File: config.mk
export PLATFORM = sky130hd
export DESIGN_NAME = data_ram
export DESIGN_NICKNAME = d
export VERILOG_FILES = /design/src/common/mips_pkg.sv /design/src/logic/data_ram.sv
export SDC_FILE = /design/constraint.sdc
export NUM_CORES = 2
export LEC_CHECK = 0
export BUFFER_PORTS_ARGS = -buffer_cell sky130_fd_sc_hd__buf_2
export CAP_MARGIN = 20
export CORE_ASPECT_RATIO = 1.4
export CORE_UTILIZATION = 35
export DETAILED_ROUTE_END_ITERATION = 12
export PLACE_DENSITY_LB_ADDON = 0.12
export SLEW_MARGIN = 20
export SYNTH_ARGS = -nofsm -noshare
export SYNTH_HDL_FRONTEND = slang
export SYNTH_SLANG_ARGS = --single-unit
File: constraint.sdc
create_clock -name i_clk -period 2.8 [get_ports i_clk]
set_input_delay 0.56 -clock i_clk [delete_from_list [all_inputs] [get_ports i_clk]]
set_output_delay 0.56 -clock i_clk [all_outputs]
set_load 0.1 [all_outputs]
File: src/common/mips_pkg.sv
//====================================================================
// Shared types of the MIPS datapath: word, register index,
// control-field selectors, opcode and function codes
//====================================================================
package mips_pkg;

    typedef logic [31:0] word_t;    // Data, address and instruction
    typedef logic [4:0]  reg_idx_t;
    typedef logic [3:0]  alu_fn_t;
    typedef logic [1:0]  shift_fn_t;
    typedef logic [1:0]  wb_sel_t;
    typedef logic [1:0]  pc_sel_t;
    typedef logic [2:0]  br_fn_t;

    // ALU codes follow the low four bits of the R-type function field
    localparam alu_fn_t ALU_ADD  = 4'b0000;
    localparam alu_fn_t ALU_ADDU = 4'b0001;
    localparam alu_fn_t ALU_SUB  = 4'b0010;
    localparam alu_fn_t ALU_SUBU = 4'b0011;
    localparam alu_fn_t ALU_AND  = 4'b0100;
    localparam alu_fn_t ALU_OR   = 4'b0101;
    localparam alu_fn_t ALU_XOR  = 4'b0110;
    localparam alu_fn_t ALU_NOR  = 4'b0111;
    localparam alu_fn_t ALU_SLT  = 4'b1010;
    localparam alu_fn_t ALU_SLTU = 4'b1011;
    localparam alu_fn_t ALU_LUI  = 4'b1111;

    localparam shift_fn_t SH_SLL = 2'b00;  // Same as funct[1:0]
    localparam shift_fn_t SH_SRL = 2'b10;
    localparam shift_fn_t SH_SRA = 2'b11;

    localparam wb_sel_t WB_ALU   = 2'b00;
    localparam wb_sel_t WB_MEM   = 2'b01;
    localparam wb_sel_t WB_SHIFT = 2'b10;
    localparam wb_sel_t WB_LINK  = 2'b11;

    localparam pc_sel_t PC_INCR   = 2'b00;
    localparam pc_sel_t PC_BRANCH = 2'b01;
    localparam pc_sel_t PC_JUMP   = 2'b10;
    localparam pc_sel_t PC_REG    = 2'b11;

    // Branch codes match opcode[2:0] and {2'b00, rt[0]} of REGIMM
    localparam br_fn_t BR_LTZ = 3'b000;
    localparam br_fn_t BR_GEZ = 3'b001;
    localparam br_fn_t BR_EQ  = 3'b100;
    localparam br_fn_t BR_NE  = 3'b101;
    localparam br_fn_t BR_LEZ = 3'b110;
    localparam br_fn_t BR_GTZ = 3'b111;

    localparam reg_idx_t REG_RA = 5'd31;   // Link register

    // Opcodes
    localparam logic [5:0] OP_RTYPE = 6'b000000, OP_REGIMM = 6'b000001;
    localparam logic [5:0] OP_J     = 6'b000010, OP_JAL    = 6'b000011;
    localparam logic [5:0] OP_BEQ   = 6'b000100, OP_BNE    = 6'b000101;
    localparam logic [5:0] OP_BLEZ  = 6'b000110, OP_BGTZ   = 6'b000111;
    localparam logic [5:0] OP_ADDI  = 6'b001000, OP_ADDIU  = 6'b001001;
    localparam logic [5:0] OP_SLTI  = 6'b001010, OP_SLTIU  = 6'b001011;
    localparam logic [5:0] OP_ANDI  = 6'b001100, OP_ORI    = 6'b001101;
    localparam logic [5:0] OP_XORI  = 6'b001110, OP_LUI    = 6'b001111;
    localparam logic [5:0] OP_LW    = 6'b100011, OP_SW     = 6'b101011;

    // R-type function codes
    localparam logic [5:0] FN_SLL  = 6'b000000, FN_SRL  = 6'b000010;
    localparam logic [5:0] FN_SRA  = 6'b000011, FN_JR   = 6'b001000;
    localparam logic [5:0] FN_JALR = 6'b001001, FN_ADD  = 6'b100000;
    localparam logic [5:0] FN_ADDU = 6'b100001, FN_SUB  = 6'b100010;
    localparam logic [5:0] FN_SUBU = 6'b100011, FN_AND  = 6'b100100;
    localparam logic [5:0] FN_OR   = 6'b100101, FN_XOR  = 6'b100110;
    localparam logic [5:0] FN_NOR  = 6'b100111, FN_SLT  = 6'b101010;
    localparam logic [5:0] FN_SLTU = 6'b101011;

endpackage
File: src/logic/data_ram.sv
//====================================================================
// Data RAM: 64 words, async read, sync write
//====================================================================
module data_ram (
    input  logic            i_clk,
    input  logic            i_reset,
    input  logic            i_we,
    input  mips_pkg::word_t i_addr,
    input  mips_pkg::word_t i_wdata,
    output mips_pkg::word_t o_rdata
);
    import mips_pkg::*;

    word_t mem [64];

    always_ff @(posedge i_clk) begin
        if (i_reset) begin
            for (int i = 0; i < 64; i++) mem[i] <= '0;
        end else if (i_we) begin
            mem[i_addr[7:2]] <= i_wdata;   // Word index
        end
    end

    assign o_rdata = mem[i_addr[7:2]];

    a_aligned_store: assert property (@(posedge i_clk) disable iff (i_reset)
        i_we |-> (i_addr[1:0] == 2'b00));

endmodule

==> reports/summary.txt <==
Crit-path max FO = 13
Maximum clock path buffer count = 4
WL final = 368500 um
Synthesis-to-layout area growth = 26.10%
Final cell count without fillers = 11190
Compound-gate portion of the synthesized area = 0.1027
Most frequent cells in the layout = and2_1, edfxtp_1, buf_4, buf_12, a22oi_1
Max stage delay on crit path = 0.54 ns
Tmin final = 3.878 ns
Measured slew at the worst slew-check pin = 1.144 ns
Overall Global Routing Usage = 0.2700
Most used cell, CP = buf_4
Synth Area in Adders = 0
Max Cap Violations = 0
HP Start = i_wdata[24]
Cell Rows = 223
Sink Count = 2048
Final #Nets = 7597
Sequential cell area fraction in the yosys report = 0.6626
Hold Crit Class = primary input to register
Status = finished, violations left
Period utilization = 1.385
Core Area = 263700 um^2
EDFF count, synth = 2048
Syn Area/Cell = 13.32 um^2
Slew margin rel. = 0.2374
RSZ-0062 raised after global routing = true
Starting Density = 0.3520
Mapped Area = 92810 um^2
Final worst slack = -1.078 ns
ANT nets after route = 0
Detailed Routing Iterations Pass 1 = 12
Worst Path Buf+Inv = 6
DRT iter0 DRCs = 6809
Commonest non-fill, non-tap cell in the layout = and2_1
Worst path slowest cell = or3_4
Top_reg_cell synth = edfxtp_1
Synth Area in Simple Gates = 0.1637
PD cells = 620.3 nW/um^2
First-pass GRT wire length = 505100 um
Largest family of logic cells by synthesized area = simple AND/OR/NAND/NOR gates
Largest net degree at the start of global routing = 65
Root buffer cell = clkbuf_16
Synth unique cells = 57
Worst VDD drop = 0.4777 mV
Die Span X = 437.2 um
Vias in the first global route = 61501
Placed cells = 10765
Fin. Hold Viols = 0
Fraction of layout cells with a size suffix above 1 = 0.2882
Setup violators final = 32
Clock transition at path regs = 0.06 ns
Mux contribution to synthesized area = 0.03690
I/O pin count = 99
Pleak = 41.36 nW
Critical Path Source Type = primary input
# DRC = 27
Antenna violations before repair = 32
Vias = 62130
TritonCTS clock tree = yes
Syn_nets = 7037
Chip height = 611.3 um
DP HPWL = 243100 um
Largest Register = mem
Buffers on Ports = 72
Worst Path Arrival = 3.32 ns
Synth Warn # = 0
DR WL/cell = 32.93 um
Top Registers = mem x2048
Xor/xnor share of the synthesized area = 0
Max reg flops = 2048
Fmax = 257.9 MHz
CP delay by family, top = simple AND/OR/NAND/NOR gates
Failing checks = DRC, setup timing
TNS Setup = -28.00 ns
Max Slew Vio Count = 0
Die area = 267300 um^2
Crit path cell chain = buf_16, buf_8, nor2b_4, buf_6, buf_4, a221oi_1, nor3_1, nor4_4, buf_4, o211ai_1, or3_4, buf_12
CTS Buf Count = 212
RePlAce Congestion = 0.9128
Setup crit end kind = output pin
Fraction of registers with async set/reset = 0
Hold endpoint = mem[39][24]
CP Class = primary input to output pin
H-tree Lvls = 4
Hold path depth = 2
Vias per Instance = 5.552
Yosys reg bits = 2048
Grt ovf = 0
Req. time, crit path = 2.24 ns
Synth Instances = 6970
==> cells by family (layout without fill, tap and decap cells) <==
kind of cell,after synthesis,after routing
AND/OR/NAND/NOR,2536,2536
other,0,15
buffers and inverters,773,1491
AO/OA/AOI/OAI,1326,1326
multiplexers,287,287
flip-flops,2048,2048
==> through the flow <==
step                      utilization  total power, mW  hold WS, ns  setup slack, ns  area (um^2)
after detailed placement       0.4019            44.38        1.096           -1.661       106000
after floorplan                     -            39.78        1.019          -0.1542        93500
final                          0.4438            72.59       0.2231           -1.078       117000
after global placement         0.4019            44.32        1.082           -1.657       106000
after global routing           0.4437            74.38       0.2051           -1.070       117000
after CTS                      0.4377            72.68       0.1840           -1.050       115400
==> where the power goes <==
group | internal [mW] | switching [mW]
registers | 35.2 | 0.537
clock network | 15.4 | 12.5
logic | 3.21 | 5.70
total | 53.9 | 18.7
==> how the worst max path moves through the flow <==
stage / from / end / slack [ns] / cells after the start
final: i_addr[3] / o_rdata[5] / -1.08 / 12
after global routing: mem[21][2] / o_rdata[2] / -1.07 / 8
after CTS: mem[21][2] / o_rdata[2] / -1.05 / 8
after detailed placement: i_addr[4] / o_rdata[15] / -1.66 / 13
after global placement: i_addr[4] / o_rdata[15] / -1.66 / 13
after floorplan: i_addr[4] / o_rdata[1] / -0.15 / 9
==> synthesized netlist by cell type, drive strengths merged (41+ instances only) <==
library cell / n / share of area
and2: 2051 / 0.14
edfxtp: 2048 / 0.66
clkbuf: 566 / 0.023
a22oi: 374 / 0.030
a221oi: 293 / 0.028
buf: 204 / 0.011
nor2: 198 / 0.0085
o21ai: 172 / 0.0093
o22ai: 162 / 0.011
mux2i: 152 / 0.016
a21oi: 136 / 0.0073
mux2: 101 / 0.012
or2: 83 / 0.0056
nand2: 80 / 0.0032
nor3: 43 / 0.0023
a221o: 41 / 0.0044
==> repair_timing <==
| item | 4_1_cts | 5_1_grt |
|---|---|---|
| pin swaps | 136 | 148 |
| endpoints found under the setup margin | 32 | 32 |
| setup buffers | 32 | 34 |
| hold buffers | 0 | 0 |
| cloned | 15 | 4 |
| resized for setup | 534 | 284 |
==> cell type report <==
type	instances	area (um^2)
inverters	3	23.77
repair buffers	1116	12790
well taps	3487	4363
clock inverters	119	1023
flip-flops and latches	2048	61500
diodes	15	37.54
clock buffers	253	5502
multi-input cells	4149	31790
fillers	23566	146600
==> routing by layer <==
| metal | track usage | part of all wire |
|---|---|---|
| met5 | 0 | 0.00011 |
| met4 | 0.1285 | 0.056 |
| met3 | 0.03363 | 0.060 |
| met2 | 0.4558 | 0.49 |
| met1 | 0.3428 | 0.39 |
Power figures use the tool's default switching activity.
