[src/common/mips_pkg.sv]
//====================================================================
// Shared types of the MIPS datapath: word, register index,
// control-field selectors, opcode and function codes
//====================================================================
package mips_pkg;

    typedef logic [31:0] word_t;    // Data, address and instruction
    typedef logic [4:0]  reg_idx_t;
    typedef logic [3:0]  alu_fn_t;
    typedef logic [1:0]  shift_fn_t;
    typedef logic [1:0]  wb_sel_t;
    typedef logic [1:0]  pc_sel_t;
    typedef logic [2:0]  br_fn_t;

    // ALU codes follow the low four bits of the R-type function field
    localparam alu_fn_t ALU_ADD  = 4'b0000;
    localparam alu_fn_t ALU_ADDU = 4'b0001;
    localparam alu_fn_t ALU_SUB  = 4'b0010;
    localparam alu_fn_t ALU_SUBU = 4'b0011;
    localparam alu_fn_t ALU_AND  = 4'b0100;
    localparam alu_fn_t ALU_OR   = 4'b0101;
    localparam alu_fn_t ALU_XOR  = 4'b0110;
    localparam alu_fn_t ALU_NOR  = 4'b0111;
    localparam alu_fn_t ALU_SLT  = 4'b1010;
    localparam alu_fn_t ALU_SLTU = 4'b1011;
    localparam alu_fn_t ALU_LUI  = 4'b1111;

    localparam shift_fn_t SH_SLL = 2'b00;  // Same as funct[1:0]
    localparam shift_fn_t SH_SRL = 2'b10;
    localparam shift_fn_t SH_SRA = 2'b11;

    localparam wb_sel_t WB_ALU   = 2'b00;
    localparam wb_sel_t WB_MEM   = 2'b01;
    localparam wb_sel_t WB_SHIFT = 2'b10;
    localparam wb_sel_t WB_LINK  = 2'b11;

    localparam pc_sel_t PC_INCR   = 2'b00;
    localparam pc_sel_t PC_BRANCH = 2'b01;
    localparam pc_sel_t PC_JUMP   = 2'b10;
    localparam pc_sel_t PC_REG    = 2'b11;

    // Branch codes match opcode[2:0] and {2'b00, rt[0]} of REGIMM
    localparam br_fn_t BR_LTZ = 3'b000;
    localparam br_fn_t BR_GEZ = 3'b001;
    localparam br_fn_t BR_EQ  = 3'b100;
    localparam br_fn_t BR_NE  = 3'b101;
    localparam br_fn_t BR_LEZ = 3'b110;
    localparam br_fn_t BR_GTZ = 3'b111;

    localparam reg_idx_t REG_RA = 5'd31;   // Link register

    // Opcodes
    localparam logic [5:0] OP_RTYPE = 6'b000000, OP_REGIMM = 6'b000001;
    localparam logic [5:0] OP_J     = 6'b000010, OP_JAL    = 6'b000011;
    localparam logic [5:0] OP_BEQ   = 6'b000100, OP_BNE    = 6'b000101;
    localparam logic [5:0] OP_BLEZ  = 6'b000110, OP_BGTZ   = 6'b000111;
    localparam logic [5:0] OP_ADDI  = 6'b001000, OP_ADDIU  = 6'b001001;
    localparam logic [5:0] OP_SLTI  = 6'b001010, OP_SLTIU  = 6'b001011;
    localparam logic [5:0] OP_ANDI  = 6'b001100, OP_ORI    = 6'b001101;
    localparam logic [5:0] OP_XORI  = 6'b001110, OP_LUI    = 6'b001111;
    localparam logic [5:0] OP_LW    = 6'b100011, OP_SW     = 6'b101011;

    // R-type function codes
    localparam logic [5:0] FN_SLL  = 6'b000000, FN_SRL  = 6'b000010;
    localparam logic [5:0] FN_SRA  = 6'b000011, FN_JR   = 6'b001000;
    localparam logic [5:0] FN_JALR = 6'b001001, FN_ADD  = 6'b100000;
    localparam logic [5:0] FN_ADDU = 6'b100001, FN_SUB  = 6'b100010;
    localparam logic [5:0] FN_SUBU = 6'b100011, FN_AND  = 6'b100100;
    localparam logic [5:0] FN_OR   = 6'b100101, FN_XOR  = 6'b100110;
    localparam logic [5:0] FN_NOR  = 6'b100111, FN_SLT  = 6'b101010;
    localparam logic [5:0] FN_SLTU = 6'b101011;

endpackage
[src/common/pipe_if.sv]


interface xr_if;
    import mips_pkg::*;

    logic     valid;
    word_t    alu_res;
    word_t    shift_res;
    word_t    link;
    word_t    ea;
    word_t    store_data;
    word_t    next_pc;
    reg_idx_t dest;
    logic     wr_en;
    wb_sel_t  wb_sel;
    logic     mem_we;
    logic     mem_re;
    logic     ovf;

    modport src (output valid, alu_res, shift_res, link, ea, store_data,
                 next_pc, dest, wr_en, wb_sel, mem_we, mem_re, ovf);
    modport dst (input valid, alu_res, shift_res, link, ea, store_data,
                 next_pc, dest, wr_en, wb_sel, mem_we, mem_re, ovf);
endinterface

[src/logic/result_stage.sv]
//====================================================================
// Result stage: writeback select, store issue, retire outputs
//====================================================================
module result_stage (
    input  logic               i_clk,
    input  logic               i_reset,
    xr_if.dst                  xr,
    input  mips_pkg::word_t    i_ram_rdata,
    output logic               o_ram_we,
    output mips_pkg::word_t    o_ram_addr,
    output mips_pkg::word_t    o_ram_wdata,
    output logic               o_rf_we,
    output mips_pkg::reg_idx_t o_rf_addr,
    output mips_pkg::word_t    o_rf_data,
    output logic               o_valid,
    output logic               o_wb_we,
    output mips_pkg::reg_idx_t o_wb_addr,
    output mips_pkg::word_t    o_wb_data,
    output mips_pkg::word_t    o_next_pc,
    output logic               o_ovf
);
    import mips_pkg::*;

    always_comb begin
        case (xr.wb_sel)
            WB_MEM:   o_rf_data = i_ram_rdata;
            WB_SHIFT: o_rf_data = xr.shift_res;
            WB_LINK:  o_rf_data = xr.link;
            default:  o_rf_data = xr.alu_res;
        endcase
    end

    assign o_ram_we    = xr.valid && xr.mem_we;
    assign o_ram_addr  = xr.ea;
    assign o_ram_wdata = xr.store_data;
    assign o_rf_we     = xr.valid && xr.wr_en;
    assign o_rf_addr   = xr.dest;

    always_ff @(posedge i_clk) begin
        if (i_reset) begin
            o_valid <= 1'b0;
            o_wb_we <= 1'b0;
            o_ovf   <= 1'b0;
        end else begin
            o_valid <= xr.valid;
            o_wb_we <= o_rf_we;
            o_ovf   <= xr.valid && xr.ovf;
        end
    end

    always_ff @(posedge i_clk) begin
        if (xr.valid) begin
            o_wb_addr <= o_rf_addr;
            o_wb_data <= o_rf_data;
            o_next_pc <= xr.next_pc;
        end
    end

    // Loads must come from the decoder as RAM writebacks
    a_load_wb: assert property (@(posedge i_clk) disable iff (i_reset)
        (xr.valid && xr.mem_re) |-> (xr.wr_en && xr.wb_sel == WB_MEM));

    a_we_valid: assert property (@(posedge i_clk) disable iff (i_reset)
        o_wb_we |-> o_valid);

endmodule

[src/flat_wrapper.sv]
// flat-port wrapper written by rule: the top's interface ports become plain ports
module result_stage_flat import mips_pkg::*;
  (i_clk, i_reset, i_ram_rdata, o_ram_we, o_ram_addr, o_ram_wdata, o_rf_we, o_rf_addr, o_rf_data, o_valid, o_wb_we, o_wb_addr, o_wb_data, o_next_pc, o_ovf, xr_valid, xr_alu_res, xr_shift_res, xr_link, xr_ea, xr_store_data, xr_next_pc, xr_dest, xr_wr_en, xr_wb_sel, xr_mem_we, xr_mem_re, xr_ovf);
  xr_if xr_i ();
  input  logic i_clk;
  input  logic i_reset;
  input  mips_pkg::word_t i_ram_rdata;
  output logic o_ram_we;
  output mips_pkg::word_t o_ram_addr;
  output mips_pkg::word_t o_ram_wdata;
  output logic o_rf_we;
  output mips_pkg::reg_idx_t o_rf_addr;
  output mips_pkg::word_t o_rf_data;
  output logic o_valid;
  output logic o_wb_we;
  output mips_pkg::reg_idx_t o_wb_addr;
  output mips_pkg::word_t o_wb_data;
  output mips_pkg::word_t o_next_pc;
  output logic o_ovf;
  input wire logic [$bits(xr_i.valid)-1:0] xr_valid;
  input wire logic [$bits(xr_i.alu_res)-1:0] xr_alu_res;
  input wire logic [$bits(xr_i.shift_res)-1:0] xr_shift_res;
  input wire logic [$bits(xr_i.link)-1:0] xr_link;
  input wire logic [$bits(xr_i.ea)-1:0] xr_ea;
  input wire logic [$bits(xr_i.store_data)-1:0] xr_store_data;
  input wire logic [$bits(xr_i.next_pc)-1:0] xr_next_pc;
  input wire logic [$bits(xr_i.dest)-1:0] xr_dest;
  input wire logic [$bits(xr_i.wr_en)-1:0] xr_wr_en;
  input wire logic [$bits(xr_i.wb_sel)-1:0] xr_wb_sel;
  input wire logic [$bits(xr_i.mem_we)-1:0] xr_mem_we;
  input wire logic [$bits(xr_i.mem_re)-1:0] xr_mem_re;
  input wire logic [$bits(xr_i.ovf)-1:0] xr_ovf;
  assign xr_i.valid = xr_valid;
  assign xr_i.alu_res = xr_alu_res;
  assign xr_i.shift_res = xr_shift_res;
  assign xr_i.link = xr_link;
  assign xr_i.ea = xr_ea;
  assign xr_i.store_data = xr_store_data;
  assign xr_i.next_pc = xr_next_pc;
  assign xr_i.dest = xr_dest;
  assign xr_i.wr_en = xr_wr_en;
  assign xr_i.wb_sel = xr_wb_sel;
  assign xr_i.mem_we = xr_mem_we;
  assign xr_i.mem_re = xr_mem_re;
  assign xr_i.ovf = xr_ovf;
  result_stage u_core (.i_clk(i_clk), .i_reset(i_reset), .xr(xr_i), .i_ram_rdata(i_ram_rdata), .o_ram_we(o_ram_we), .o_ram_addr(o_ram_addr), .o_ram_wdata(o_ram_wdata), .o_rf_we(o_rf_we), .o_rf_addr(o_rf_addr), .o_rf_data(o_rf_data), .o_valid(o_valid), .o_wb_we(o_wb_we), .o_wb_addr(o_wb_addr), .o_wb_data(o_wb_data), .o_next_pc(o_next_pc), .o_ovf(o_ovf));
endmodule
[config.mk]
export PLATFORM = sky130hd
export DESIGN_NAME = result_stage_flat
export DESIGN_NICKNAME = d
export VERILOG_FILES = /design/src/common/mips_pkg.sv /design/src/common/pipe_if.sv /design/src/logic/result_stage.sv /design/src/flat_wrapper.sv
export SDC_FILE = /design/constraint.sdc
export NUM_CORES = 1
export LEC_CHECK = 0
export ABC_AREA = 1
export BUFFER_PORTS_ARGS = -buffer_cell sky130_fd_sc_hd__buf_2
export CAP_MARGIN = 20
export CELL_PAD_IN_SITES_DETAIL_PLACEMENT = 1
export CELL_PAD_IN_SITES_GLOBAL_PLACEMENT = 1
export CORE_AREA = 2 2 159 161
export CTS_CLUSTER_SIZE = 12
export DETAILED_ROUTE_END_ITERATION = 12
export DIE_AREA = 0 0 161 163
export PLACE_DENSITY_LB_ADDON = 0.15
export SLEW_MARGIN = 20
export SYNTH_ARGS = -nofsm -noshare
export SYNTH_HDL_FRONTEND = slang
export SYNTH_SLANG_ARGS = --single-unit
export TNS_END_PERCENT = 100
[constraint.sdc]
create_clock -name i_clk -period 1.35 [get_ports i_clk]
set_input_delay 0.0675 -clock i_clk [delete_from_list [all_inputs] [get_ports i_clk]]
set_output_delay 0.0675 -clock i_clk [all_outputs]
set_load 0.01 [all_outputs]
==> run metrics <==
outcome complete, no violations; Hold Path Cell Cnt 3; Worst-path clk slew ~70 ps; area of the multi-input gates roughly 880 sq um; Net Count, Synth 574; Setup TNS 0 ps; area of the core between 0.02 and 0.025 sq mm; Max VDD drop a little under 0.4 mV; Critical Path AT 1010 ps; Slew Limit Headroom 78.8%; Via Count between 3k and 4k; Ports between 400 and 500; Setup violations, final 0; critical path buffer and inverter count 3; first-pass iteration count of the detailed router 4; critical path class input port to output pin; total power approximately 6.5 mW; Sink Count 72; clock root buffer clkbuf_16; setup ws final about 270 ps; drt wl/cell 20.2 um; CTS max path bufs 2; crit-path cells buf_2 -> buf_12 -> nand3_1 -> nand4_1 -> buf_2; Slowest-stage cell, CP buf_12; Critical Path RT 1280 ps; top routing layer in use met5; initial DRC count 166; Yosys warning total 0; Top delay family on crit path buffers and inverters; non-filler cells, final 925; number of global-route vias before repair 3,887; CTS resizes 0; Worst Hold Margin about 32 ps; max_cap viols 0; Clock power frac 38.2%; Netlist cell types 15; Die Span X roughly 160 um; Worst Hold Launch xr_alu_res[25]; port bufs ~280; fill cell total of the finished layout about 2.9k; # DRC 0; largest net degree at the start of global routing 65; Total Routed Length about 19,000 um; RD Place Congestion 0.786; flop and latch count out of synthesis 72; initial antenna violation count 3; clock buffer count from CTS 9; Mapped Cells roughly 340; Largest stage delay, worst path slightly above 300 ps; Sw Pwr around 1.8 mW; sequential share of power between 40 and 50%; first-pass GRT wire length roughly 26,000 um; Switching Share a little over a quarter; Util after Layout approximately 23%; unrepaired setup endpoints after global routing no; Critical Path Start Type input port; Area after DPL between 0.005 and 0.006 sq mm; met2 WL approximately 10,000 um; Total Routing Usage GR between 10% and 20%; grt ovf 0; Worst-Margin Slew about 320 ps; Mapped Area between 0.003 and 0.004 sq mm; final period utilization about four fifths; post-synthesis sequential area ratio between 50% and 60%; Vias per Instance 3.91; final instance area 0.00573 sq mm; num rows 58; CP endpoint kind output pin; Worst Hold End u_core.o_wb_data[25]$_DFFE_PP_; Initial Util ~15%; Power Dens Cells around 1100 mW/mm^2; H-tree depth 3; worst-path fanout max 64; Syn Area/Cell 11.2 sq um; Final Max Slew Viols 0; TritonCTS clock tree built; Area Growth Syn to Fin 52.3%; ratio of cells with drive above 1 in the final layout between 50% and 60%; Layout Nets ~830; DIE AREA 0.0262 sq mm; hold crit path type input port to register; Leak Pwr approximately 2.5 nW; Final ANT Viol Nets 0; # placed instances ~870; Final min period about 1100 ps; fmax roughly 0.9 GHz; DRT met1 WL 6390 um; Place WS between 200 and 250 ps; met3 routed WL roughly 1500 um; Hold Fails Final Rpt 0; Seq. cell area 0.00213 sq mm; n_diodes 0; P_int 4.70 mW; Comb pwr share roughly a fifth; most frequent CP cell buf_2; Die H 163 um; Post-DP HPWL 14,900 um
what timing repair did:
action | in CTS | in global routing
hold buffers | 40 | 0
endpoints found under the hold margin | 40 | 0
buffers inserted | 0 | 0
setup endpoints to repair | 0 | 0
layer usage:
layer / GRT usage, % / vias to the layer above
li1: - / 1659
met1: 13.4 / 1712
met2: 26.1 / 198
met3: 4.48 / 47
met4: 6.33 / 2
met5: 0 / -
area by class of cell:
class                   count  share of cell area (%)
well taps                 330                    7.21
flip-flops and latches     72                    37.2
repair buffers            335                    34.6
multi-input cells         167                    15.4
clock buffers              10                    4.00
clock inverters             6                    1.20
inverters                   5                   0.328
registers in the layout, summed over array words and instances, names as in the netlist:
register,count
u_core.o_next_pc,32
u_core.o_ovf,1
u_core.o_valid,1
u_core.o_wb_addr,5
u_core.o_wb_data,32
u_core.o_wb_we,1
worst max-delay path by stage:
stage	startpoint	endpoint	slack (ps)	cells past startpoint
floorplan	xr_wb_sel[0]	u_core.o_wb_data[12]$_DFFE_PP_	470	4
global placement	xr_wb_sel[0]	o_rf_data[17]	230	6
detailed placement	xr_wb_sel[0]	u_core.o_wb_data[0]$_DFFE_PP_	210	5
CTS	xr_wb_sel[0]	o_rf_data[17]	220	6
global route	xr_wb_sel[1]	o_rf_data[9]	140	5
finish	xr_wb_sel[1]	o_rf_data[9]	270	5
cell usage after synthesis (all sizes together):
master | n | share of area [%]
edfxtp | 69 | 55
buf | 92 | 19
nor2 | 4 | 0.47
nand3 | 96 | 14
inv | 5 | 0.50
dfxtp | 3 | 1.6
nand4 | 32 | 5.3
nand2 | 35 | 3.5
cell families (layout without fill, tap and decap cells):
kind of cell / count (synthesis) / in the layout / share of synthesized area, %
AND/OR/NAND/NOR: 167 / 167 / 23.4
buffers and inverters: 97 / 356 / 20.0
flip-flops: 72 / 72 / 56.7
layout by cell type (no fill, tap or decap):
master and count:
clkbuf_16 9, edfxtp_1 69, inv_2 2, clkbuf_1 1
clkinvlp_4 1, clkinv_4 2, buf_2 282, nor2_1 3
bufinv_16 1, inv_6 1, buf_12 6, clkinv_2 1
buf_4 7, nand4_1 32, inv_1 3, nand2_1 35
nand3_1 86, nand3_2 10, nor2_4 1, dfxtp_1 3
dlygate4sd3_1 40
tightest hold or removal path, delay by kind of cell:
kind	cells	cell delay, ps
buffers and inverters	1	70
and+or+nand+nor	2	110
power by group through the flow:
stage / logic [mW] / clock network, mW / registers, mW
after global placement: 1.19 / 0 / 2.77
final: 1.27 / 2.47 / 2.73
after floorplan: 0.553 / 0 / 2.89
after CTS: 1.30 / 2.58 / 2.73
after detailed placement: 1.20 / 0 / 2.78
after global routing: 1.39 / 2.67 / 2.74
Power figures use the tool's default switching activity.
