[config.mk]
export PLATFORM = sky130hd
export DESIGN_NAME = instr_decoder_flat
export DESIGN_NICKNAME = d
export VERILOG_FILES = /design/src/common/mips_pkg.sv /design/src/common/pipe_if.sv /design/src/decode/instr_decoder.sv /design/src/flat_wrapper.sv
export SDC_FILE = /design/constraint.sdc
export NUM_CORES = 1
export LEC_CHECK = 0
export ABC_AREA = 1
export BUFFER_PORTS_ARGS = -buffer_cell sky130_fd_sc_hd__buf_2
export CAP_MARGIN = 20
export CELL_PAD_IN_SITES_DETAIL_PLACEMENT = 1
export CELL_PAD_IN_SITES_GLOBAL_PLACEMENT = 1
export CORE_MARGIN = 5
export CORE_UTILIZATION = 30
export DETAILED_ROUTE_END_ITERATION = 8
export MAX_ROUTING_LAYER = met4
export PLACE_DENSITY_LB_ADDON = 0.1
export SYNTH_ARGS = -nofsm -noshare
export SYNTH_HDL_FRONTEND = slang
export SYNTH_SLANG_ARGS = --single-unit
export TNS_END_PERCENT = 5
[constraint.sdc]
create_clock -name i_clk -period 2.25 [get_ports i_clk]
set_input_delay 0.225 -clock i_clk [delete_from_list [all_inputs] [get_ports i_clk]]
set_output_delay 0.225 -clock i_clk [all_outputs]
set_load 0.01 [all_outputs]
[src/common/mips_pkg.sv]
//====================================================================
// Shared types of the MIPS datapath: word, register index,
// control-field selectors, opcode and function codes
//====================================================================
package mips_pkg;

    typedef logic [31:0] word_t;    // Data, address and instruction
    typedef logic [4:0]  reg_idx_t;
    typedef logic [3:0]  alu_fn_t;
    typedef logic [1:0]  shift_fn_t;
    typedef logic [1:0]  wb_sel_t;
    typedef logic [1:0]  pc_sel_t;
    typedef logic [2:0]  br_fn_t;

    // ALU codes follow the low four bits of the R-type function field
    localparam alu_fn_t ALU_ADD  = 4'b0000;
    localparam alu_fn_t ALU_ADDU = 4'b0001;
    localparam alu_fn_t ALU_SUB  = 4'b0010;
    localparam alu_fn_t ALU_SUBU = 4'b0011;
    localparam alu_fn_t ALU_AND  = 4'b0100;
    localparam alu_fn_t ALU_OR   = 4'b0101;
    localparam alu_fn_t ALU_XOR  = 4'b0110;
    localparam alu_fn_t ALU_NOR  = 4'b0111;
    localparam alu_fn_t ALU_SLT  = 4'b1010;
    localparam alu_fn_t ALU_SLTU = 4'b1011;
    localparam alu_fn_t ALU_LUI  = 4'b1111;

    localparam shift_fn_t SH_SLL = 2'b00;  // Same as funct[1:0]
    localparam shift_fn_t SH_SRL = 2'b10;
    localparam shift_fn_t SH_SRA = 2'b11;

    localparam wb_sel_t WB_ALU   = 2'b00;
    localparam wb_sel_t WB_MEM   = 2'b01;
    localparam wb_sel_t WB_SHIFT = 2'b10;
    localparam wb_sel_t WB_LINK  = 2'b11;

    localparam pc_sel_t PC_INCR   = 2'b00;
    localparam pc_sel_t PC_BRANCH = 2'b01;
    localparam pc_sel_t PC_JUMP   = 2'b10;
    localparam pc_sel_t PC_REG    = 2'b11;

    // Branch codes match opcode[2:0] and {2'b00, rt[0]} of REGIMM
    localparam br_fn_t BR_LTZ = 3'b000;
    localparam br_fn_t BR_GEZ = 3'b001;
    localparam br_fn_t BR_EQ  = 3'b100;
    localparam br_fn_t BR_NE  = 3'b101;
    localparam br_fn_t BR_LEZ = 3'b110;
    localparam br_fn_t BR_GTZ = 3'b111;

    localparam reg_idx_t REG_RA = 5'd31;   // Link register

    // Opcodes
    localparam logic [5:0] OP_RTYPE = 6'b000000, OP_REGIMM = 6'b000001;
    localparam logic [5:0] OP_J     = 6'b000010, OP_JAL    = 6'b000011;
    localparam logic [5:0] OP_BEQ   = 6'b000100, OP_BNE    = 6'b000101;
    localparam logic [5:0] OP_BLEZ  = 6'b000110, OP_BGTZ   = 6'b000111;
    localparam logic [5:0] OP_ADDI  = 6'b001000, OP_ADDIU  = 6'b001001;
    localparam logic [5:0] OP_SLTI  = 6'b001010, OP_SLTIU  = 6'b001011;
    localparam logic [5:0] OP_ANDI  = 6'b001100, OP_ORI    = 6'b001101;
    localparam logic [5:0] OP_XORI  = 6'b001110, OP_LUI    = 6'b001111;
    localparam logic [5:0] OP_LW    = 6'b100011, OP_SW     = 6'b101011;

    // R-type function codes
    localparam logic [5:0] FN_SLL  = 6'b000000, FN_SRL  = 6'b000010;
    localparam logic [5:0] FN_SRA  = 6'b000011, FN_JR   = 6'b001000;
    localparam logic [5:0] FN_JALR = 6'b001001, FN_ADD  = 6'b100000;
    localparam logic [5:0] FN_ADDU = 6'b100001, FN_SUB  = 6'b100010;
    localparam logic [5:0] FN_SUBU = 6'b100011, FN_AND  = 6'b100100;
    localparam logic [5:0] FN_OR   = 6'b100101, FN_XOR  = 6'b100110;
    localparam logic [5:0] FN_NOR  = 6'b100111, FN_SLT  = 6'b101010;
    localparam logic [5:0] FN_SLTU = 6'b101011;

endpackage
[src/common/pipe_if.sv]
//====================================================================
// Stage interfaces: decode to execute, execute to result
//====================================================================
interface dx_if;
    import mips_pkg::*;

    logic        valid;
    word_t       pc;
    word_t       rs_val;
    word_t       rt_val;
    word_t       imm;          // Extended immediate
    logic [4:0]  shamt;
    logic [25:0] jindex;
    alu_fn_t     alu_fn;
    shift_fn_t   shift_fn;
    logic        b_is_imm;
    wb_sel_t     wb_sel;
    pc_sel_t     pc_sel;
    br_fn_t      br_fn;
    reg_idx_t    dest;
    logic        wr_en;
    logic        mem_we;
    logic        mem_re;
    logic        halt;
    logic        ovf_chk;

    modport src (output valid, pc, rs_val, rt_val, imm, shamt, jindex, alu_fn,
                 shift_fn, b_is_imm, wb_sel, pc_sel, br_fn, dest, wr_en,
                 mem_we, mem_re, halt, ovf_chk);
    modport dst (input valid, pc, rs_val, rt_val, imm, shamt, jindex, alu_fn,
                 shift_fn, b_is_imm, wb_sel, pc_sel, br_fn, dest, wr_en,
                 mem_we, mem_re, halt, ovf_chk);
endinterface


[src/decode/instr_decoder.sv]
//====================================================================
// Decode stage: field split, control generation, operand register
//====================================================================
module instr_decoder (
    input  logic              i_clk,
    input  logic              i_reset,
    input  logic              i_valid,
    input  mips_pkg::word_t   i_instr,
    input  mips_pkg::word_t   i_pc,
    input  mips_pkg::word_t   i_rs_val,
    input  mips_pkg::word_t   i_rt_val,
    output mips_pkg::reg_idx_t o_rs_addr,
    output mips_pkg::reg_idx_t o_rt_addr,
    dx_if.src                 dx
);
    import mips_pkg::*;

    logic [5:0] opcode;
    logic [5:0] funct;
    reg_idx_t   rd;
    logic       halt;
    logic       zext;
    alu_fn_t    alu_fn;
    wb_sel_t    wb_sel;
    pc_sel_t    pc_sel;
    br_fn_t     br_fn;
    reg_idx_t   dest;
    logic       wr_en;
    logic       mem_we;
    logic       mem_re;
    word_t      imm;

    assign opcode    = i_instr[31:26];
    assign funct     = i_instr[5:0];
    assign rd        = i_instr[15:11];
    assign o_rs_addr = i_instr[25:21];
    assign o_rt_addr = i_instr[20:16];
    assign halt      = (i_instr == '0);

    // Logical immediates are zero extended, all others sign extended
    assign imm = zext ? {16'b0, i_instr[15:0]} : {{16{i_instr[15]}}, i_instr[15:0]};

    always_comb begin
        alu_fn = ALU_ADDU;
        wb_sel = WB_ALU;
        pc_sel = PC_INCR;
        br_fn  = BR_EQ;
        dest   = o_rt_addr;   // I-type target
        wr_en  = 1'b0;
        mem_we = 1'b0;
        mem_re = 1'b0;
        zext   = 1'b0;
        case (opcode)
            OP_RTYPE: begin
                dest  = rd;
                wr_en = 1'b1;
                case (funct)
                    FN_ADD, FN_ADDU, FN_SUB, FN_SUBU, FN_AND, FN_OR, FN_XOR,
                    FN_NOR, FN_SLT, FN_SLTU: alu_fn = funct[3:0];
                    FN_SLL, FN_SRL, FN_SRA:  wb_sel = WB_SHIFT;
                    FN_JR: begin
                        pc_sel = PC_REG;
                        wr_en  = 1'b0;
                    end
                    FN_JALR: begin
                        pc_sel = PC_REG;
                        wb_sel = WB_LINK;
                        dest   = REG_RA;
                    end
                    default: wr_en = 1'b0;   // Unsupported function
                endcase
            end
            OP_REGIMM: begin
                pc_sel = PC_BRANCH;
                br_fn  = {2'b00, i_instr[16]};   // bltz / bgez
            end
            OP_BEQ, OP_BNE, OP_BLEZ, OP_BGTZ: begin
                pc_sel = PC_BRANCH;
                br_fn  = opcode[2:0];
            end
            OP_J:   pc_sel = PC_JUMP;
            OP_JAL: begin
                pc_sel = PC_JUMP;
                wb_sel = WB_LINK;
                dest   = REG_RA;
                wr_en  = 1'b1;
            end
            OP_ADDI, OP_ADDIU, OP_SLTI, OP_SLTIU, OP_ANDI, OP_ORI, OP_XORI, OP_LUI: begin
                alu_fn = (opcode[2:1] == 2'b01) ? {2'b10, opcode[1:0]} :
                         (opcode[2:0] == 3'b111) ? ALU_LUI : {1'b0, opcode[2:0]};
                zext   = (opcode[2] && !(opcode[1] && opcode[0]));
                wr_en  = 1'b1;
            end
            OP_LW: begin
                wb_sel = WB_MEM;
                mem_re = 1'b1;
                wr_en  = 1'b1;
            end
            OP_SW:   mem_we = 1'b1;
            default: ;
        endcase
        if (halt) wr_en = 1'b0;
    end

    always_ff @(posedge i_clk) begin
        if (i_reset) dx.valid <= 1'b0;
        else         dx.valid <= i_valid;
    end

    // Payload captured on the strobe only
    always_ff @(posedge i_clk) begin
        if (i_valid) begin
            dx.pc       <= i_pc;
            dx.rs_val   <= i_rs_val;
            dx.rt_val   <= i_rt_val;
            dx.imm      <= imm;
            dx.shamt    <= i_instr[10:6];
            dx.jindex   <= i_instr[25:0];
            dx.alu_fn   <= alu_fn;
            dx.shift_fn <= funct[1:0];
            dx.b_is_imm <= (opcode != OP_RTYPE);
            dx.wb_sel   <= wb_sel;
            dx.pc_sel   <= pc_sel;
            dx.br_fn    <= br_fn;
            dx.dest     <= dest;
            dx.wr_en    <= wr_en;
            dx.mem_we   <= mem_we;
            dx.mem_re   <= mem_re;
            dx.halt     <= halt;
            dx.ovf_chk  <= (alu_fn == ALU_ADD) || (alu_fn == ALU_SUB);
        end
    end

    // Register file must return known operands for the strobed addresses
    a_operands_known: assert property (@(posedge i_clk) disable iff (i_reset)
        i_valid |-> !$isunknown({o_rs_addr, o_rt_addr, i_rs_val, i_rt_val}));

endmodule

[src/flat_wrapper.sv]
// flat-port wrapper written by rule: the top's interface ports become plain ports
module instr_decoder_flat import mips_pkg::*;
  (i_clk, i_reset, i_valid, i_instr, i_pc, i_rs_val, i_rt_val, o_rs_addr, o_rt_addr, dx_valid, dx_pc, dx_rs_val, dx_rt_val, dx_imm, dx_shamt, dx_jindex, dx_alu_fn, dx_shift_fn, dx_b_is_imm, dx_wb_sel, dx_pc_sel, dx_br_fn, dx_dest, dx_wr_en, dx_mem_we, dx_mem_re, dx_halt, dx_ovf_chk);
  dx_if dx_i ();
  input  logic i_clk;
  input  logic i_reset;
  input  logic i_valid;
  input  mips_pkg::word_t i_instr;
  input  mips_pkg::word_t i_pc;
  input  mips_pkg::word_t i_rs_val;
  input  mips_pkg::word_t i_rt_val;
  output mips_pkg::reg_idx_t o_rs_addr;
  output mips_pkg::reg_idx_t o_rt_addr;
  output wire logic [$bits(dx_i.valid)-1:0] dx_valid;
  output wire logic [$bits(dx_i.pc)-1:0] dx_pc;
  output wire logic [$bits(dx_i.rs_val)-1:0] dx_rs_val;
  output wire logic [$bits(dx_i.rt_val)-1:0] dx_rt_val;
  output wire logic [$bits(dx_i.imm)-1:0] dx_imm;
  output wire logic [$bits(dx_i.shamt)-1:0] dx_shamt;
  output wire logic [$bits(dx_i.jindex)-1:0] dx_jindex;
  output wire logic [$bits(dx_i.alu_fn)-1:0] dx_alu_fn;
  output wire logic [$bits(dx_i.shift_fn)-1:0] dx_shift_fn;
  output wire logic [$bits(dx_i.b_is_imm)-1:0] dx_b_is_imm;
  output wire logic [$bits(dx_i.wb_sel)-1:0] dx_wb_sel;
  output wire logic [$bits(dx_i.pc_sel)-1:0] dx_pc_sel;
  output wire logic [$bits(dx_i.br_fn)-1:0] dx_br_fn;
  output wire logic [$bits(dx_i.dest)-1:0] dx_dest;
  output wire logic [$bits(dx_i.wr_en)-1:0] dx_wr_en;
  output wire logic [$bits(dx_i.mem_we)-1:0] dx_mem_we;
  output wire logic [$bits(dx_i.mem_re)-1:0] dx_mem_re;
  output wire logic [$bits(dx_i.halt)-1:0] dx_halt;
  output wire logic [$bits(dx_i.ovf_chk)-1:0] dx_ovf_chk;
  assign dx_valid = dx_i.valid;
  assign dx_pc = dx_i.pc;
  assign dx_rs_val = dx_i.rs_val;
  assign dx_rt_val = dx_i.rt_val;
  assign dx_imm = dx_i.imm;
  assign dx_shamt = dx_i.shamt;
  assign dx_jindex = dx_i.jindex;
  assign dx_alu_fn = dx_i.alu_fn;
  assign dx_shift_fn = dx_i.shift_fn;
  assign dx_b_is_imm = dx_i.b_is_imm;
  assign dx_wb_sel = dx_i.wb_sel;
  assign dx_pc_sel = dx_i.pc_sel;
  assign dx_br_fn = dx_i.br_fn;
  assign dx_dest = dx_i.dest;
  assign dx_wr_en = dx_i.wr_en;
  assign dx_mem_we = dx_i.mem_we;
  assign dx_mem_re = dx_i.mem_re;
  assign dx_halt = dx_i.halt;
  assign dx_ovf_chk = dx_i.ovf_chk;
  instr_decoder u_core (.i_clk(i_clk), .i_reset(i_reset), .i_valid(i_valid), .i_instr(i_instr), .i_pc(i_pc), .i_rs_val(i_rs_val), .i_rt_val(i_rt_val), .o_rs_addr(o_rs_addr), .o_rt_addr(o_rt_addr), .dx(dx_i));
endmodule
==> results by group <==
CTS
  – Clk sinks: 146
  – CTS tree: yes
  – CTS resizes: 0
  – Clock transition at path regs: 0.06 ns
  – Hold-fix buffers, CTS: 102
  – Max Buffers Root-to-Sink: 2
  – Post-CTS setup buffer count: 0
  – Total CTS buffers: 17
  – Total number of H-tree levels: 4
  – CTS root buf: clkbuf_16

Drt
  – DR vias: 4051
  – Drt via density: 4.18
  – Pre-antenna DRT Iters: 4
  – Avg WL per Cell: 18.1 um
  – Antenna Violating Nets Remaining: 0
  – Drt initial violations: 132
  – DRC Markers: 0
  – Drt total wl: 17.6 mm

Critical path
  – WS Path Type: flip-flop to primary output
  – Sequence of cells on the critical path: buf_2
  – CP top delay family: flip-flops
  – CP max stage cell: edfxtp_1
  – Critical path launch point type: flip-flop
  – Crit end category: primary output
  – Worst path arrival time: 1.16 ns
  – Crit path required time: 2.03 ns
  – Bufs and invs on worst path: 1
  – CP max stage delay: 0.55 ns
  – Crit Path Max Fanout: 16

Timing
  – Setup_tns: 0 ns
  – Setup ws final: 0.860 ns
  – Slew @ Worst Pin: 0.593 ns
  – Min Tclk post-route: 1.39 ns
  – FMAX: 719 MHz
  – Final Hold Vio Count: 0
  – Final period util: 61.8%
  – # setup viols final: 0
  – Max Slew Vio Count: 0
  – RSZ-0062 raised after global routing: false
  – Rel. slew slack: 60.4%

Global route
  – Vias in the first global route: 4403
  – GR Util met1: 18.5%
  – Met2 Track Usage GR: 30.0%
  – Gr usage total: 17.0%
  – First-pass GRT wire length: 25.3 mm
  – Largest net degree at the start of global routing: 59
  – Initial antenna violation count: 2
  – GR Util met3: 5.16%
  – Most used routing layer: met2
  – GRT overflow: 0

Die
  – Width of the die: 143 um
  – Rows: 48
  – Die area: 20600 um2
  – I/O pin total: 325
  – Core area: 17400 um2
  – Starting Density: 30.7%
  – Die Y: 143 um

Run
  – Max Cap Viol: 0

Synth
  – Synthesized instance count: 325
  – Mapped Area: 5340 um2
  – Synth unique cells: 21
  – #FFs+latches synth: 146
  – Yosys warns: 0
  – Largest area contributor in the netlist: edfxtp_1
  – Synth Area per Inst: 16.4 um2
  – Yosys top cell area share: 81.6%
  – Synth area leaders: edfxtp_1 82%, buf_4 6.8%, nand2_1 2.6%
  – Post-synthesis sequential area ratio: 82.0%
  – Syn_nets: 456

Min path
  – Hold path start: i_instr[4]
  – Type of the worst min-delay path: input port to flip-flop
  – Worst Hold Depth: 1
  – WHS Endpoint: u_core.dx.jindex[4]$_DFFE_PP_

Place
  – Final GP Congestion: 0.727
  – DPL Wire Length: 13.3 mm
  – Port Buffer Count: 324
  – Place WS: 0.833 ns
  – Placed cell areas: 6950 um2

Final layout
  – Post-route cell area: 8540 um2
  – P&R area growth vs syn: 60.0%
  – Most frequent cells in the layout: 323 x buf_2, 145 x edfxtp_1, 103 x dlygate4sd3_1, 37 x nand2_1, 32 x nor2_1
  – Final nets: 860
  – Share of layout cells above drive strength 1: 50.3%
  – Leading cell type in the layout, fill and taps excluded: buf_2
  – Final Util: 49.2%

Pwr
  – Total power draw: 6.74 mW
  – Leak: 3.75 nW
  – Power Density: 789 nW/um2
  – Peak supply drop: 0.497 mV

Outcome
  – Outcome: complete, no violations
cell usage after synthesis (all sizes together):
cell type / instances
edfxtp: 145
clkinv: 1
buf: 48
dfxtp: 1
a21oi: 3
nand2: 38
nor3: 1
inv: 19
nand4: 1
nand3: 18
o211a: 1
a31oi: 1
nor2: 40
o22ai: 1
o21ai: 7
flip-flops by register name, summed over array words and instances (netlist names), 2 cells and up:
register	flops
u_core.dx.br_fn	3
u_core.dx.jindex	25
u_core.dx.pc	32
u_core.dx.pc_sel	2
u_core.dx.alu_fn	4
u_core.dx.rt_val	32
u_core.dx.wb_sel	2
u_core.dx.rs_val	32
u_core.dx.dest	5
metrics by stage:
step	cells	hold WS [ns]
6_report	969	0.0242
5_1_grt	969	0.00565
4_1_cts	966	0.000594
3_5_place_dp	832	0.395
3_3_place_gp	832	0.385
2_1_floorplan	325	0.296
kinds of logic after synthesis:
| kind of cell | after synthesis | synth area share, % |
|---|---|---|
| and+or+nand+nor | 98 | 8.33 |
| buffers and inverters | 68 | 8.26 |
| AOI/OAI and AO/OA | 13 | 1.43 |
| DFF | 146 | 82.0 |
report_power, final:
| part | leakage, nW | switching, mW | internal (mW) | total, mW |
|---|---|---|---|---|
| clock | 0.256 | 1.16 | 1.44 | 2.60 |
| sequential | 1.42 | 0.0616 | 3.22 | 3.28 |
| combinational | 2.07 | 0.452 | 0.400 | 0.852 |
routing by layer:
metal / up-vias / routed length [um]
met5: - / 0
met4: 0 / 247
met3: 14 / 1480
met2: 186 / 9190
met1: 1926 / 6630
li1: 1925 / -
worst max path at each step:
stage                                     from                          end  slack [ns]  depth (start not counted)
2_1_floorplan                      i_instr[30]  u_core.dx.dest[0]$_DFFE_PP_        1.13                          6
3_3_place_gp                       i_instr[30]  u_core.dx.dest[2]$_DFFE_PP_        0.87                          7
3_5_place_dp                       i_instr[30]  u_core.dx.dest[4]$_DFFE_PP_        0.83                          7
4_1_cts        u_core.dx.imm[16]$_SDFFCE_PP0P_                   dx_imm[23]        0.81                          1
5_1_grt        u_core.dx.imm[16]$_SDFFCE_PP0P_                   dx_imm[23]        0.73                          1
6_report       u_core.dx.imm[16]$_SDFFCE_PP0P_                   dx_imm[23]        0.86                          1
cell type report:
class	instances	area [um2]
Antenna cell	2	5.00
Clock buffer	17	425
Clock inverter	15	121
Fill cell	1857	8820
Inverter	20	80.1
Multi-Input combinational cell	111	520
Sequential cell	146	4370
Tap cell	225	282
Timing Repair Buffer	433	2730
No activity file was read; power rests on OpenSTA's default activity.
